`src/rtl/rvv_decode_pkg.sv`:
```
// opcodes, funct codes, instruction word union, uop type enum, decode width constants
package rvv_decode_pkg;

  // uops leaving the decoder per cycle
  parameter int NUM_DE_UOP      = 4;
  // uops one instruction may expand into
  parameter int MAX_UOP         = 8;
  parameter int UOP_INDEX_WIDTH = 3;
  parameter int VSTART_WIDTH    = 7;

  // major opcodes, inst[6:0]
  typedef enum logic [6:0] {
    LOAD  = 7'h07,
    STORE = 7'h27,
    RVV   = 7'h57
  } rvv_opcode_e;

  // OP-V funct3 categories
  localparam logic [2:0] OPIVV = 3'b000;
  localparam logic [2:0] OPMVV = 3'b010;
  localparam logic [2:0] OPIVI = 3'b011;
  localparam logic [2:0] OPIVX = 3'b100;

  // funct6 of the supported arithmetic ops
  localparam logic [5:0] VADD   = 6'b000000;
  localparam logic [5:0] VSUB   = 6'b000010;
  localparam logic [5:0] VAND   = 6'b001001;
  localparam logic [5:0] VOR    = 6'b001010;
  localparam logic [5:0] VXOR   = 6'b001011;
  localparam logic [5:0] VWADDU = 6'b110000;

  // one instruction word, read as OP-V arithmetic or as vector load/store
  typedef union packed {
    struct packed {
      logic [5:0] funct6;
      logic       vm;
      logic [4:0] vs2;
      // vs1 index, rs1 index or imm5 depending on funct3
      logic [4:0] vs1;
      logic [2:0] funct3;
      logic [4:0] vd;
      logic [6:0] opcode;
    } ari;
    struct packed {
      // segment fields minus one
      logic [2:0] nf;
      logic       mew;
      logic [1:0] mop;
      logic       vm;
      // lumop for unit stride, rs2 otherwise
      logic [4:0] lumop;
      logic [4:0] rs1;
      logic [2:0] width;
      // vd for loads, vs3 for stores
      logic [4:0] vd;
      logic [6:0] opcode;
    } ls;
  } rvv_inst_u;

  // kind of work a uop carries
  typedef enum logic [2:0] {
    UOP_ADD,
    UOP_SUB,
    UOP_AND,
    UOP_OR,
    UOP_XOR,
    UOP_WADDU,
    UOP_LOAD,
    UOP_STORE
  } uop_type_e;

endpackage

```
`src/rtl/rvv_cmd_queue.sv`:
```
// command queue: circular buffer of vector commands with full level and pop strobe
`timescale 1ns/1ps

module rvv_cmd_queue
  import rvv_decode_pkg::*;
#(
  parameter int CQ_DEPTH = 4
) (
  input  logic                    clk,
  input  logic                    rst,
  input  logic                    cmd_valid,
  input  rvv_inst_u               cmd_inst,
  input  logic [1:0]              cmd_vlmul,
  input  logic [1:0]              cmd_vsew,
  input  logic [VSTART_WIDTH-1:0] cmd_vstart,
  input  logic [31:0]             cmd_rs1_data,
  input  logic                    cq_pop,
  output logic                    head_valid,
  output logic                    cq_full,
  output rvv_inst_u               head_inst,
  output logic [1:0]              head_vlmul,
  output logic [1:0]              head_vsew,
  output logic [VSTART_WIDTH-1:0] head_vstart,
  output logic [31:0]             head_rs1_data
);

  localparam int PTR_W = (CQ_DEPTH > 1) ? $clog2(CQ_DEPTH) : 1;
  localparam int CNT_W = $clog2(CQ_DEPTH + 1);

  // command storage, one array per field
  rvv_inst_u               mem_inst     [CQ_DEPTH];
  logic [1:0]              mem_vlmul    [CQ_DEPTH];
  logic [1:0]              mem_vsew     [CQ_DEPTH];
  logic [VSTART_WIDTH-1:0] mem_vstart   [CQ_DEPTH];
  logic [31:0]             mem_rs1_data [CQ_DEPTH];

  logic [PTR_W-1:0] wr_ptr;
  logic [PTR_W-1:0] rd_ptr;
  logic [CNT_W-1:0] count;
  logic             wr_en;
  logic             rd_en;

  // writes while full are dropped
  assign wr_en = cmd_valid & ~cq_full;
  assign rd_en = cq_pop & head_valid;

  assign head_valid = (count != '0);
  assign cq_full    = (count == CNT_W'(CQ_DEPTH));

  // head is visible straight from storage
  assign head_inst     = mem_inst[rd_ptr];
  assign head_vlmul    = mem_vlmul[rd_ptr];
  assign head_vsew     = mem_vsew[rd_ptr];
  assign head_vstart   = mem_vstart[rd_ptr];
  assign head_rs1_data = mem_rs1_data[rd_ptr];

  always_ff @(posedge clk) begin
    if (wr_en) begin
      mem_inst[wr_ptr]     <= cmd_inst;
      mem_vlmul[wr_ptr]    <= cmd_vlmul;
      mem_vsew[wr_ptr]     <= cmd_vsew;
      mem_vstart[wr_ptr]   <= cmd_vstart;
      mem_rs1_data[wr_ptr] <= cmd_rs1_data;
    end
  end

  // pointers wrap at CQ_DEPTH, not only at powers of two
  always_ff @(posedge clk) begin
    if (rst) begin
      wr_ptr <= '0;
      rd_ptr <= '0;
      count  <= '0;
    end else begin
      if (wr_en) begin
        wr_ptr <= (wr_ptr == PTR_W'(CQ_DEPTH - 1)) ? '0 : wr_ptr + 1'b1;
      end
      if (rd_en) begin
        rd_ptr <= (rd_ptr == PTR_W'(CQ_DEPTH - 1)) ? '0 : rd_ptr + 1'b1;
      end
      count <= count + CNT_W'(wr_en) - CNT_W'(rd_en);
    end
  end

endmodule

```
`src/rtl/rvv_decode_ctrl.sv`:
```
// decode control: uop index bookkeeping, valid gating, command retire and discard
`timescale 1ns/1ps

module rvv_decode_ctrl
  import rvv_decode_pkg::*;
(
  input  logic                       clk,
  input  logic                       rst,
  input  logic                       head_valid,
  input  logic                       uq_room,
  input  logic [NUM_DE_UOP-1:0]      dec_uop_valid,
  input  logic [NUM_DE_UOP-1:0]      dec_last,
  output logic [UOP_INDEX_WIDTH-1:0] uop_index_remain,
  output logic                       cq_pop,
  output logic                       inst_discard,
  output logic [NUM_DE_UOP-1:0]      uop_valid
);

  logic                       any_valid;
  logic                       accept;
  logic                       last_accept;
  logic [UOP_INDEX_WIDTH-1:0] num_accept;

  assign any_valid = |dec_uop_valid;

  // slots are accepted as a group whenever the uops queue has room
  assign accept      = head_valid & uq_room & any_valid;
  assign last_accept = accept & |(dec_uop_valid & dec_last);

  // valid slots are contiguous, so the count is the advance
  assign num_accept = UOP_INDEX_WIDTH'($countones(dec_uop_valid));

  // nothing leaves while the uops queue is full
  assign uop_valid = dec_uop_valid & {NUM_DE_UOP{uq_room}};

  // a head with no legal uop is dropped at once, no trap
  assign inst_discard = head_valid & ~any_valid;

  // retire after the last uop, or drop the bad command
  assign cq_pop = last_accept | inst_discard;

  always_ff @(posedge clk) begin
    if (rst) begin
      uop_index_remain <= '0;
    end else if (last_accept) begin
      // next command starts from uop 0
      uop_index_remain <= '0;
    end else if (accept) begin
      uop_index_remain <= uop_index_remain + num_accept;
    end
  end

endmodule

```
`src/rtl/rvv_decode_top.sv`:
```
// decode stage top: command queue, decode unit and decode control
`timescale 1ns/1ps

module rvv_decode_top
  import rvv_decode_pkg::*;
#(
  parameter int CQ_DEPTH = 4,
  parameter int VLEN     = 128
) (
  input  logic                                       clk,
  input  logic                                       rst,
  input  logic                                       cmd_valid,
  input  rvv_inst_u                                  cmd_inst,
  input  logic [1:0]                                 cmd_vlmul,
  input  logic [1:0]                                 cmd_vsew,
  input  logic [VSTART_WIDTH-1:0]                    cmd_vstart,
  input  logic [31:0]                                cmd_rs1_data,
  input  logic                                       uq_room,
  output logic [NUM_DE_UOP-1:0]                      uop_valid,
  output uop_type_e [NUM_DE_UOP-1:0]                 uop_type,
  output logic [NUM_DE_UOP-1:0][UOP_INDEX_WIDTH-1:0] uop_index,
  output logic [NUM_DE_UOP-1:0][4:0]                 vd,
  output logic [NUM_DE_UOP-1:0][4:0]                 vs1,
  output logic [NUM_DE_UOP-1:0][4:0]                 vs2,
  output logic [NUM_DE_UOP-1:0][31:0]                uop_rs1_data,
  output logic [NUM_DE_UOP-1:0]                      vm,
  output logic [NUM_DE_UOP-1:0][VSTART_WIDTH-1:0]    uop_vstart,
  output logic [NUM_DE_UOP-1:0]                      last,
  output logic                                       inst_discard,
  output logic                                       cq_full
);

  // queue head
  logic                       head_valid;
  rvv_inst_u                  head_inst;
  logic [1:0]                 head_vlmul;
  logic [1:0]                 head_vsew;
  logic [VSTART_WIDTH-1:0]    head_vstart;
  logic [31:0]                head_rs1_data;

  // control and ungated decoder valids
  logic                       cq_pop;
  logic [UOP_INDEX_WIDTH-1:0] uop_index_remain;
  logic [NUM_DE_UOP-1:0]      dec_uop_valid;

  rvv_cmd_queue #(.CQ_DEPTH(CQ_DEPTH)) u_cmd_queue (
    .clk(clk), .rst(rst), .cmd_valid(cmd_valid), .cmd_inst(cmd_inst),
    .cmd_vlmul(cmd_vlmul), .cmd_vsew(cmd_vsew), .cmd_vstart(cmd_vstart),
    .cmd_rs1_data(cmd_rs1_data), .cq_pop(cq_pop), .head_valid(head_valid),
    .cq_full(cq_full), .head_inst(head_inst), .head_vlmul(head_vlmul),
    .head_vsew(head_vsew), .head_vstart(head_vstart), .head_rs1_data(head_rs1_data)
  );

  rvv_decode_unit #(.VLEN(VLEN)) u_decode_unit (
    .inst_valid(head_valid), .inst(head_inst), .vlmul(head_vlmul), .vsew(head_vsew),
    .vstart(head_vstart), .rs1_data(head_rs1_data), .uop_index_remain(uop_index_remain),
    .uop_valid(dec_uop_valid), .uop_type(uop_type), .uop_index(uop_index),
    .vd(vd), .vs1(vs1), .vs2(vs2), .uop_rs1_data(uop_rs1_data),
    .vm(vm), .uop_vstart(uop_vstart), .last(last)
  );

  rvv_decode_ctrl u_decode_ctrl (
    .clk(clk), .rst(rst), .head_valid(head_valid), .uq_room(uq_room),
    .dec_uop_valid(dec_uop_valid), .dec_last(last),
    .uop_index_remain(uop_index_remain), .cq_pop(cq_pop),
    .inst_discard(inst_discard), .uop_valid(uop_valid)
  );

endmodule

```
`src/rtl/rvv_decode_unit.sv`:
```
// decode unit: opcode steering to the arithmetic and load/store decoders, output select
`timescale 1ns/1ps

module rvv_decode_unit
  import rvv_decode_pkg::*;
#(
  parameter int VLEN = 128
) (
  input  logic                                       inst_valid,
  input  rvv_inst_u                                  inst,
  input  logic [1:0]                                 vlmul,
  input  logic [1:0]                                 vsew,
  input  logic [VSTART_WIDTH-1:0]                    vstart,
  input  logic [31:0]                                rs1_data,
  input  logic [UOP_INDEX_WIDTH-1:0]                 uop_index_remain,
  output logic [NUM_DE_UOP-1:0]                      uop_valid,
  output uop_type_e [NUM_DE_UOP-1:0]                 uop_type,
  output logic [NUM_DE_UOP-1:0][UOP_INDEX_WIDTH-1:0] uop_index,
  output logic [NUM_DE_UOP-1:0][4:0]                 vd,
  output logic [NUM_DE_UOP-1:0][4:0]                 vs1,
  output logic [NUM_DE_UOP-1:0][4:0]                 vs2,
  output logic [NUM_DE_UOP-1:0][31:0]                uop_rs1_data,
  output logic [NUM_DE_UOP-1:0]                      vm,
  output logic [NUM_DE_UOP-1:0][VSTART_WIDTH-1:0]    uop_vstart,
  output logic [NUM_DE_UOP-1:0]                      last
);

  rvv_opcode_e opcode;
  logic        valid_ari;
  logic        valid_lsu;

  // decoder results
  logic [NUM_DE_UOP-1:0]                      ari_valid, lsu_valid;
  uop_type_e [NUM_DE_UOP-1:0]                 ari_type, lsu_type;
  logic [NUM_DE_UOP-1:0][UOP_INDEX_WIDTH-1:0] ari_index, lsu_index;
  logic [NUM_DE_UOP-1:0][4:0]                 ari_vd, lsu_vd;
  logic [NUM_DE_UOP-1:0][4:0]                 ari_vs1, lsu_vs1;
  logic [NUM_DE_UOP-1:0][4:0]                 ari_vs2, lsu_vs2;
  logic [NUM_DE_UOP-1:0][31:0]                ari_rs1, lsu_rs1;
  logic [NUM_DE_UOP-1:0]                      ari_vm, lsu_vm;
  logic [NUM_DE_UOP-1:0][VSTART_WIDTH-1:0]    ari_vstart, lsu_vstart;
  logic [NUM_DE_UOP-1:0]                      ari_last, lsu_last;

  // opcode sits at the same bits in both formats
  assign opcode    = rvv_opcode_e'(inst.ari.opcode);
  assign valid_lsu = inst_valid & ((opcode == LOAD) | (opcode == STORE));
  assign valid_ari = inst_valid & (opcode == RVV);

  rvv_decode_unit_lsu #(.VLEN(VLEN)) u_lsu_decode (
    .inst_valid(valid_lsu), .inst(inst), .vlmul(vlmul), .vstart(vstart),
    .rs1_data(rs1_data), .uop_index_remain(uop_index_remain),
    .uop_valid(lsu_valid), .uop_type(lsu_type), .uop_index(lsu_index),
    .vd(lsu_vd), .vs1(lsu_vs1), .vs2(lsu_vs2), .uop_rs1_data(lsu_rs1),
    .vm(lsu_vm), .uop_vstart(lsu_vstart), .last(lsu_last)
  );

  rvv_decode_unit_ari #(.VLEN(VLEN)) u_ari_decode (
    .inst_valid(valid_ari), .inst(inst), .vlmul(vlmul), .vsew(vsew), .vstart(vstart),
    .rs1_data(rs1_data), .uop_index_remain(uop_index_remain),
    .uop_valid(ari_valid), .uop_type(ari_type), .uop_index(ari_index),
    .vd(ari_vd), .vs1(ari_vs1), .vs2(ari_vs2), .uop_rs1_data(ari_rs1),
    .vm(ari_vm), .uop_vstart(ari_vstart), .last(ari_last)
  );

  // unknown opcodes fall through with no valid uop
  assign uop_valid    = valid_lsu ? lsu_valid  : (valid_ari ? ari_valid : '0);
  assign uop_type     = valid_lsu ? lsu_type   : ari_type;
  assign uop_index    = valid_lsu ? lsu_index  : ari_index;
  assign vd           = valid_lsu ? lsu_vd     : ari_vd;
  assign vs1          = valid_lsu ? lsu_vs1    : ari_vs1;
  assign vs2          = valid_lsu ? lsu_vs2    : ari_vs2;
  assign uop_rs1_data = valid_lsu ? lsu_rs1    : ari_rs1;
  assign vm           = valid_lsu ? lsu_vm     : ari_vm;
  assign uop_vstart   = valid_lsu ? lsu_vstart : ari_vstart;
  assign last         = valid_lsu ? lsu_last   : ari_last;

endmodule

```
`src/rtl/rvv_decode_unit_ari.sv`:
```
// arithmetic decoder: legality, uop count and four uop slots from the remaining index
`timescale 1ns/1ps

module rvv_decode_unit_ari
  import rvv_decode_pkg::*;
#(
  parameter int VLEN = 128
) (
  input  logic                                       inst_valid,
  input  rvv_inst_u                                  inst,
  input  logic [1:0]                                 vlmul,
  input  logic [1:0]                                 vsew,
  input  logic [VSTART_WIDTH-1:0]                    vstart,
  input  logic [31:0]                                rs1_data,
  input  logic [UOP_INDEX_WIDTH-1:0]                 uop_index_remain,
  output logic [NUM_DE_UOP-1:0]                      uop_valid,
  output uop_type_e [NUM_DE_UOP-1:0]                 uop_type,
  output logic [NUM_DE_UOP-1:0][UOP_INDEX_WIDTH-1:0] uop_index,
  output logic [NUM_DE_UOP-1:0][4:0]                 vd,
  output logic [NUM_DE_UOP-1:0][4:0]                 vs1,
  output logic [NUM_DE_UOP-1:0][4:0]                 vs2,
  output logic [NUM_DE_UOP-1:0][31:0]                uop_rs1_data,
  output logic [NUM_DE_UOP-1:0]                      vm,
  output logic [NUM_DE_UOP-1:0][VSTART_WIDTH-1:0]    uop_vstart,
  output logic [NUM_DE_UOP-1:0]                      last
);

  logic                     is_int_form;
  logic                     is_int_op;
  logic                     is_wide;
  logic                     legal;
  logic [UOP_INDEX_WIDTH:0] uop_cnt;
  uop_type_e                op_type;
  logic [31:0]              elem_per_reg;
  logic [31:0]              scalar;

  // vv, vx and vi of the plain integer ops
  assign is_int_form = inst.ari.funct3 inside {OPIVV, OPIVX, OPIVI};
  assign is_int_op   = inst.ari.funct6 inside {VADD, VSUB, VAND, VOR, VXOR};
  // vwaddu exists only as OPMVV
  assign is_wide     = (inst.ari.funct3 == OPMVV) && (inst.ari.funct6 == VWADDU);

  // widening needs 2*LMUL destination registers, so LMUL 8 has no room
  assign legal = (is_int_form & is_int_op) | (is_wide & (vlmul != 2'd3));

  // LMUL uops, doubled for the widening op
  assign uop_cnt = is_wide ? ((UOP_INDEX_WIDTH + 1)'(2) << vlmul) :
                             ((UOP_INDEX_WIDTH + 1)'(1) << vlmul);

  // elements per register at SEW
  assign elem_per_reg = 32'(VLEN) >> (32'd3 + 32'(vsew));

  // vi carries a sign-extended imm5, vx the scalar register
  assign scalar = (inst.ari.funct3 == OPIVI) ?
                  {{27{inst.ari.vs1[4]}}, inst.ari.vs1} : rs1_data;

  always_comb begin
    case (inst.ari.funct6)
      VSUB:    op_type = UOP_SUB;
      VAND:    op_type = UOP_AND;
      VOR:     op_type = UOP_OR;
      VXOR:    op_type = UOP_XOR;
      VWADDU:  op_type = UOP_WADDU;
      default: op_type = UOP_ADD;
    endcase
  end

  always_comb begin
    logic [UOP_INDEX_WIDTH:0] idx;
    logic [UOP_INDEX_WIDTH:0] src_k;
    logic [31:0]              offset;
    for (int s = 0; s < NUM_DE_UOP; s++) begin
      // uop k of the instruction sits in slot k - remain
      idx    = (UOP_INDEX_WIDTH + 1)'(uop_index_remain) + (UOP_INDEX_WIDTH + 1)'(s);
      // widening sources advance every second uop
      src_k  = is_wide ? (idx >> 1) : idx;
      offset = 32'(idx) * elem_per_reg;

      uop_valid[s]    = inst_valid & legal & (idx < uop_cnt);
      uop_type[s]     = op_type;
      uop_index[s]    = idx[UOP_INDEX_WIDTH-1:0];
      vd[s]           = inst.ari.vd + 5'(idx);
      vs2[s]          = inst.ari.vs2 + 5'(src_k);
      // vs1 is a register group only in vector-vector forms
      vs1[s]          = ((inst.ari.funct3 == OPIVV) || is_wide) ?
                        inst.ari.vs1 + 5'(src_k) : inst.ari.vs1;
      uop_rs1_data[s] = scalar;
      vm[s]           = inst.ari.vm;
      // clamp at zero once vstart falls behind this register
      uop_vstart[s]   = (32'(vstart) > offset) ?
                        VSTART_WIDTH'(32'(vstart) - offset) : '0;
      last[s]         = (idx == uop_cnt - 1'b1);
    end
  end

endmodule

```
`src/rtl/rvv_decode_unit_lsu.sv`:
```
// load/store decoder: unit-stride segment check, uop count and four uop slots
`timescale 1ns/1ps

module rvv_decode_unit_lsu
  import rvv_decode_pkg::*;
#(
  parameter int VLEN = 128
) (
  input  logic                                       inst_valid,
  input  rvv_inst_u                                  inst,
  input  logic [1:0]                                 vlmul,
  input  logic [VSTART_WIDTH-1:0]                    vstart,
  input  logic [31:0]                                rs1_data,
  input  logic [UOP_INDEX_WIDTH-1:0]                 uop_index_remain,
  output logic [NUM_DE_UOP-1:0]                      uop_valid,
  output uop_type_e [NUM_DE_UOP-1:0]                 uop_type,
  output logic [NUM_DE_UOP-1:0][UOP_INDEX_WIDTH-1:0] uop_index,
  output logic [NUM_DE_UOP-1:0][4:0]                 vd,
  output logic [NUM_DE_UOP-1:0][4:0]                 vs1,
  output logic [NUM_DE_UOP-1:0][4:0]                 vs2,
  output logic [NUM_DE_UOP-1:0][31:0]                uop_rs1_data,
  output logic [NUM_DE_UOP-1:0]                      vm,
  output logic [NUM_DE_UOP-1:0][VSTART_WIDTH-1:0]    uop_vstart,
  output logic [NUM_DE_UOP-1:0]                      last
);

  logic       is_store;
  logic       unit_stride;
  logic       width_ok;
  logic [1:0] eew_sel;
  logic [6:0] seg_cnt;
  logic       legal;
  logic [31:0] elem_per_reg;

  assign is_store = (inst.ls.opcode == STORE);

  // only mop 0, mew 0 and lumop 0 are supported
  assign unit_stride = (inst.ls.mop == 2'b00) & ~inst.ls.mew & (inst.ls.lumop == 5'd0);

  // width field gives EEW of 8, 16, 32 or 64
  always_comb begin
    width_ok = 1'b1;
    case (inst.ls.width)
      3'b000:  eew_sel = 2'd0;
      3'b101:  eew_sel = 2'd1;
      3'b110:  eew_sel = 2'd2;
      3'b111:  eew_sel = 2'd3;
      default: begin
        eew_sel  = 2'd0;
        width_ok = 1'b0;
      end
    endcase
  end

  // fields times LMUL registers, up to 64 before the limit check
  assign seg_cnt = (7'(inst.ls.nf) + 7'd1) << vlmul;
  assign legal   = unit_stride & width_ok & (seg_cnt <= 7'(MAX_UOP));

  // elements per register at EEW
  assign elem_per_reg = 32'(VLEN) >> (32'd3 + 32'(eew_sel));

  always_comb begin
    logic [UOP_INDEX_WIDTH:0] idx;
    logic [31:0]              offset;
    for (int s = 0; s < NUM_DE_UOP; s++) begin
      idx    = (UOP_INDEX_WIDTH + 1)'(uop_index_remain) + (UOP_INDEX_WIDTH + 1)'(s);
      offset = 32'(idx) * elem_per_reg;

      uop_valid[s]    = inst_valid & legal & (7'(idx) < seg_cnt);
      uop_type[s]     = is_store ? UOP_STORE : UOP_LOAD;
      uop_index[s]    = idx[UOP_INDEX_WIDTH-1:0];
      // vs3 for stores, vd for loads, same field
      vd[s]           = inst.ls.vd + 5'(idx);
      // no vector sources
      vs1[s]          = '0;
      vs2[s]          = '0;
      // base address
      uop_rs1_data[s] = rs1_data;
      vm[s]           = inst.ls.vm;
      uop_vstart[s]   = (32'(vstart) > offset) ?
                        VSTART_WIDTH'(32'(vstart) - offset) : '0;
      last[s]         = (7'(idx) == seg_cnt - 7'd1);
    end
  end

endmodule

```
`config.mk`:
```
export PLATFORM = sky130hd
export DESIGN_NAME = rvv_decode_top
export DESIGN_NICKNAME = d
export VERILOG_FILES = /design/src/rtl/rvv_decode_pkg.sv /design/src/rtl/rvv_cmd_queue.sv /design/src/rtl/rvv_decode_ctrl.sv /design/src/rtl/rvv_decode_top.sv /design/src/rtl/rvv_decode_unit.sv /design/src/rtl/rvv_decode_unit_ari.sv /design/src/rtl/rvv_decode_unit_lsu.sv
export SDC_FILE = /design/constraint.sdc
export NUM_CORES = 1
export LEC_CHECK = 0
export BUFFER_PORTS_ARGS = -buffer_cell sky130_fd_sc_hd__buf_2
export CAP_MARGIN = 20
export CORE_ASPECT_RATIO = 1.75
export CORE_UTILIZATION = 65
export CTS_CLUSTER_DIAMETER = 40
export DETAILED_ROUTE_END_ITERATION = 8
export GPL_TIMING_DRIVEN = 1
export PLACE_DENSITY = 0.87
export SETUP_SLACK_MARGIN = 0.1
export SYNTH_ARGS = -nofsm -noshare
export SYNTH_HDL_FRONTEND = slang
export SYNTH_HIERARCHICAL = 1
export SYNTH_SLANG_ARGS = --single-unit
export TNS_END_PERCENT = 100
```
`constraint.sdc`:
```
create_clock -name clk -period 15.7 [get_ports clk]
set_clock_uncertainty 0.1 [all_clocks]
set_input_delay 1.57 -clock clk [delete_from_list [all_inputs] [get_ports clk]]
set_output_delay 1.57 -clock clk [all_outputs]
set_load 0.005 [all_outputs]
```
Word level (Yosys, flattened, before mapping)
Memories as Yosys holds them, arrays and structs flattened. A register that Yosys moved wholly into a read port is not among the register bits.
Index checks and enable logic that the tools add are counted.
Storage, ports and cells
  flip-flop bits (word level): 10
  bits in latches: 0
  memory bits (writable): 300
  memory bits (read-only): 0
  bits of input ports: 79
  output and inout port bits: 254
  logic and storage cells: 190
  memories: 5
Cells by class
  $add $sub $neg: 36
  multiply operators: 8
  div/mod/pow operators: 0
  $lt $le $gt $ge: 17
  equality and inequality tests: 26
  shift-type cells: 5
  multiplexer cells: 44
  bitwise logic cells: 32
  reductions and logical operators: 13
Memory list
  u_cmd_queue.mem_inst: depth 4, width 32, rd ports 1, clocked after Yosys merged registers in 1, write ports 1, RTL line rvv_cmd_queue.sv:31  | rvv_inst_u mem_inst [CQ_DEPTH];
  u_cmd_queue.mem_rs1_data: depth 4, width 32, rd ports 1, clocked after Yosys merged registers in 1, write ports 1, RTL line rvv_cmd_queue.sv:35  | logic [31:0] mem_rs1_data [CQ_DEPTH];
  u_cmd_queue.mem_vstart: depth 4, width 7, rd ports 1, clocked after Yosys merged registers in 1, write ports 1, RTL line rvv_cmd_queue.sv:34  | logic [VSTART_WIDTH-1:0] mem_vstart [CQ_DEPTH];
  u_cmd_queue.mem_vlmul: depth 4, width 2, rd ports 1, clocked after Yosys merged registers in 1, write ports 1, RTL line rvv_cmd_queue.sv:32  | logic [1:0] mem_vlmul [CQ_DEPTH];
  u_cmd_queue.mem_vsew: depth 4, width 2, rd ports 1, clocked after Yosys merged registers in 1, write ports 1, RTL line rvv_cmd_queue.sv:33  | logic [1:0] mem_vsew [CQ_DEPTH];
Operator list (number)
  $gt A7 B32 Y1: 8
  $mul A4 B32 Y32: 6
  $mux W128: 1
  $mul A3 B32 Y32: 2
  $shr A8 B3 Y32 const A: 2
  $mux W7: 8
  $sub A7 B7 Y7: 8
  $add A5 B4 Y5: 9
  $mux W20: 2
  $mux W32: 1
  $mux W28: 1
  $mux W4: 7
  $and A1 B1 Y1: 24
  $mux W2: 12
  $eq A4 B7 Y1: 3
  $lt A4 B7 Y1: 3
  $mux W5: 4
  $eq A6 B4 Y1 const B: 3
  $add A5 B3 Y5: 3
  $eq A3 B3 Y1 const B: 5
  $pmux W3 S5: 1
  $eq A4 B4 Y1: 3
  $lt A4 B4 Y1: 3
  $mux W12: 1
  42 further kinds: 61

Depth between registers and ports, before layout
  depth after elaboration: 15
  depth in mapped cells: 31
  mapped depth without buffers: 27

Cells and area by module
Netlist, hierarchy kept.
Modules (own cells, without submodules)
  rvv_cmd_queue: instances 1, cells each 442, area an instance 11303.3 µm², sequential area each 9188.8 µm²
  rvv_decode_unit_ari: instances 1, cells each 826, area an instance 6037.0 µm², sequential area each 0.0 µm²
  rvv_decode_unit_lsu: instances 1, cells each 729, area an instance 5459.0 µm², sequential area each 0.0 µm²
  rvv_decode_unit: instances 1, cells each 290, area an instance 3950.0 µm², sequential area each 0.0 µm²
  rvv_decode_ctrl: instances 1, cells each 33, area an instance 291.5 µm², sequential area each 60.1 µm²

Worst setup path after synthesis
OpenSTA, ideal clock, no wires.
  path kind: register to output
  start: reg (tool-made name)
  end: out uop_vstart[17] (netlist bit)
  arrival: 5.173 ns
  required time: 14.030 ns
  slack: 8.857 ns
  cell stages (with the launch flop): 19
  path buffers: 3
  path through: dfxtp_1 buf_4 buf_6 mux4_2 clkbuf_1 nor2_1 nand2_1 fa_1 inv_1 fa_1 inv_1 fa_1 xor2_1 ha_1 nand3_1 o311ai_0 o21bai_1 nor2_1 mux2_2
RTL lines
  end: declaration: RTL line rvv_decode_top.sv:27  | output logic [NUM_DE_UOP-1:0][VSTART_WIDTH-1:0] uop_vstart,

==> impl_metrics.csv <==
group,metric,value,unit
logic_synthesis,synth_top_area_share,33.3,%
power_and_ir_drop,powerDensity,204,nW/um2
clock_network,cts_hold_buf,0,
global_routing,grt_util_all_layers,32.2,%
detailed_routing,num_vias,17730,
detailed_routing,wl_per_cell,23.2,um
power_and_ir_drop,p_leak,12.7,nW
cells_and_area,nFillCells,2981,
run_status,outcome,"complete, no violations",
worst_setup_path,cp_max_fo,40,
detailed_routing,wirelength,68200,um
min_path,worstHoldPathCells,2,
logic_synthesis,ys.flop_type,"edfxtp_1",
die,num_rows,98,
worst_setup_path,path_delay_family,"adder cells",
die,initial_core_util,66.0,%
timing,worst_slew_pin_slew,1.21,ns
worst_setup_path,worst_setup_path_end_kind,"output pin",
detailed_routing,ant_nets,0,
place,dp_hpwl,51300,um
timing,hold_ws,0.436,ns
power_and_ir_drop,p_total,5.65,mW
logic_synthesis,syn_avg_cell_area,11.7,um2
logic_synthesis,synth_area,27000,um2
worst_setup_path,critPathLaunchType,"flop",
detailed_routing,drt_first_pass_iters,6,
place,port_buffers,332,
logic_synthesis,yosysTopAreaCell,"edfxtp_1",
detailed_routing,drtIter0Drc,1090,
worst_setup_path,cp_slowest_cell,"nor3_1",
worst_setup_path,crit_path_cell_trace,"mux4_2 -> nand2_1 -> nor2_1 -> nand2_1 -> fa_1 -> inv_1 -> fa_1 -> inv_1 -> fa_1 -> xor2_1 -> ha_1 -> o21ai_0 -> a21oi_1 -> nor2_1 -> nor3_1 -> mux2_2 -> buf_2",
clock_network,cts_buffer_depth,3,
cells_and_area,area_growth,2.49,%
global_routing,grt_antenna_before_repair,15,
global_routing,grt_pass1_vias,18325,
timing,max_freq,122,MHz
worst_setup_path,reg2reg_depth,26,
detailed_routing,drcViolationCount,0,
worst_setup_path,worst-path-stages,17,
worst_setup_path,arrival,6.56,ns
global_routing,grt_max_degree,160,
clock_network,cts.sinks,312,
die,design.core.area,41000,um2
logic_synthesis,yosys_warnings,6,
logic_synthesis,synth_enable_flop_cells,300,
place,gp_congestion,0.981,
logic_synthesis,yosysSeqAreaShare,34.2,%
worst_setup_path,critPathBufInv,3,
worst_setup_path,critPathMostFrequentCell,"fa_1",
clock_network,cts_tree,"yes",
timing,min_period_over_period,52.4,%
logic_synthesis,synth_seq_cells,312,
clock_network,cts_inserted_buffers,25,
place,place_inst,2882,
cells_and_area,layout-drive-gt1-share,31.7,%
min_path,min_path_type,"flop to flop",
timing,final-max-slew-violation-count,0,
global_routing,grt_pass1_wl,103000,um
detailed_routing,via_per_inst,6.03,
min_path,worstHoldStart,"u_decode_ctrl/uop_index_remain[0]",
die,die_h,272,um
timing,final_hold_viol_count,0,
logic_synthesis,yosysUniqueCellTypes,82,
logic_synthesis,synth.area.top_cells,"edfxtp_1 33%, mux2_4 11%, ha_1 11%, buf_4 8.6%, mux4_2 6.2%",
clock_network,cts_resized,0,
timing,period_needed,8.23,ns
die,die_width,156,um
timing,setup_tns,0,ns
cells_and_area,nets,2723,
global_routing,grt-ovfl-total,0,
clock_network,cts_setup_buffers,0,
clock_network,cts_root_buffer,"clkbuf_16",
timing,setup_viol,0,
worst_setup_path,worstPathRequired,14.03,ns
cells_and_area,final-instance-count-excl-fill,2939,
logic_synthesis,synth_cells,2320,
die,die_area,42500,um2
clock_network,clk_latency,0.54,ns
power_and_ir_drop,peakVddDrop,0.000164,V
clock_network,cts.htree.levels,1,
cells_and_area,final_util,67.7,%
worst_setup_path,critical_path_class,"flop to output pin",
timing,max-slew-margin-rel,19.5,%
flow_run,drv_cap,0,
timing,rsz0062_at_grt,"false",
logic_synthesis,async_reset_ff_share,0,%
clock_network,cts.clk_slew.worst_paths,0.07,ns
die,ioPinCount,333,
worst_setup_path,critPathMaxStageDelay,0.95,ns
cells by family (layout without fill, tap and decap cells):
logic type	after synthesis	count (layout)	share of synthesized area [%]
other	2	61	0.0278
AO/OA/AOI/OAI	263	263	6.44
XOR/XNOR	114	114	3.72
flip-flops	312	312	34.2
multiplexers	329	329	19.6
buffers and inverters	508	518	12.3
AND/OR/NAND/NOR	507	507	9.19
adder cells (fa/ha/maj)	285	285	14.6
final timing paths:
check                                                          to  slack (ns)
worst max-delay path                               uop_vstart[24]        7.47
worst min-delay path            u_decode_ctrl/uop_index_remain[0]        0.44
worst max register to register               u_cmd_queue/count[2]        8.26
worst min register to register  u_decode_ctrl/uop_index_remain[0]        0.44
area by class of cell:
cell class | instances | area [um2] | share of cell area (%)
Antenna cell | 13 | 32.5 | 0.117
Clock buffer | 35 | 683 | 2.46
Clock inverter | 9 | 87.6 | 0.316
Inverter | 124 | 465 | 1.68
Multi-Input combinational cell | 1546 | 14700 | 52.9
Sequential cell | 312 | 9260 | 33.4
Tap cell | 550 | 688 | 2.48
Timing Repair Buffer | 350 | 1830 | 6.60
metrics by stage:
step | setup WS, ns | instance area (um2)
3_3_place_gp | 8.39 | 26900
5_1_grt | 7.31 | 27700
2_1_floorplan | 8.86 | 27200
6_report | 7.47 | 27700
4_1_cts | 7.68 | 27700
3_5_place_dp | 8.25 | 26900
state kept, by name, indices dropped and copies added, names as in the netlist, 3 cells and up, named ones only:
| name | count |
|---|---|
| u_cmd_queue/mem_rs1_data | 128 |
| u_cmd_queue/mem_vlmul | 8 |
| u_cmd_queue/count | 3 |
| u_cmd_queue/mem_vstart | 28 |
| u_cmd_queue/mem_inst | 128 |
| u_cmd_queue/mem_vsew | 8 |
| u_decode_ctrl/uop_index_remain | 3 |
worst reg2reg max path, cell delays in order (launching register included):
cell,delay (ns)
dfxtp_4,0.61
buf_4,0.62
mux4_2,0.75
and4bb_2,0.32
nand3_2,0.16
clkinv_1,0.36
ha_1,0.32
nor2b_1,0.13
a21oi_1,0.46
xnor2_1,0.29
xnor2_1,0.18
and3_1,0.17
mux2_4,0.27
a22o_1,0.24
a221oi_2,0.47
nand2b_1,0.18
a21oi_1,0.06
o31ai_1,0.14
inv_1,0.10
ha_1,0.29
inv_1,0.06
ha_1,0.14
inv_1,0.05
fa_1,0.40
xor2_1,0.22
and2_1,0.17
nor3_1,0.04
layout by cell type, fill, tap and decap left out, drive strengths merged, types with 35 or more instances in the layout:
cell / instances
buf: 350
edfxtp: 300
mux2: 250
ha: 235
nand2: 183
nor2: 126
inv: 126
a21oi: 80
xnor2: 79
mux4: 75
o21ai: 52
fa: 50
a21o: 49
conb: 48
nor2b: 39
xor2: 35
clkbuf: 35
cells in the mapped netlist, types with 18 or more instances:
cell type / instances
a21o_1: 49
a21oi_1: 80
and2_1: 18
buf_4: 310
buf_6: 30
clkbuf_1: 27
edfxtp_1: 300
fa_1: 50
ha_1: 235
inv_1: 123
mux2_2: 50
mux2_4: 200
mux4_2: 75
nand2_1: 182
nand2b_1: 23
nor2_1: 126
nor2b_1: 39
nor3_1: 27
o21ai_0: 47
xnor2_1: 79
xor2_1: 34
layer usage:
layer  vias to the layer above  share of wire, %  wire (um)  track usage (%)
li1                       8018                 -          -                -
met4                         4               8.4       5760             26.0
met2                       778                52      35600             57.8
met5                         -             0.037         25                0
met1                      8646                33      22500             31.5
met3                       284               6.4       4350             6.97
report_power, final:
| part | leakage [nW] | switching, mW | internal (mW) |
|---|---|---|---|
| combinational | 9.51 | 2.13 | 1.86 |
| sequential | 2.85 | 0.0468 | 1.00 |
| clock | 0.377 | 0.285 | 0.323 |
(Power assumes the default switching activity.)
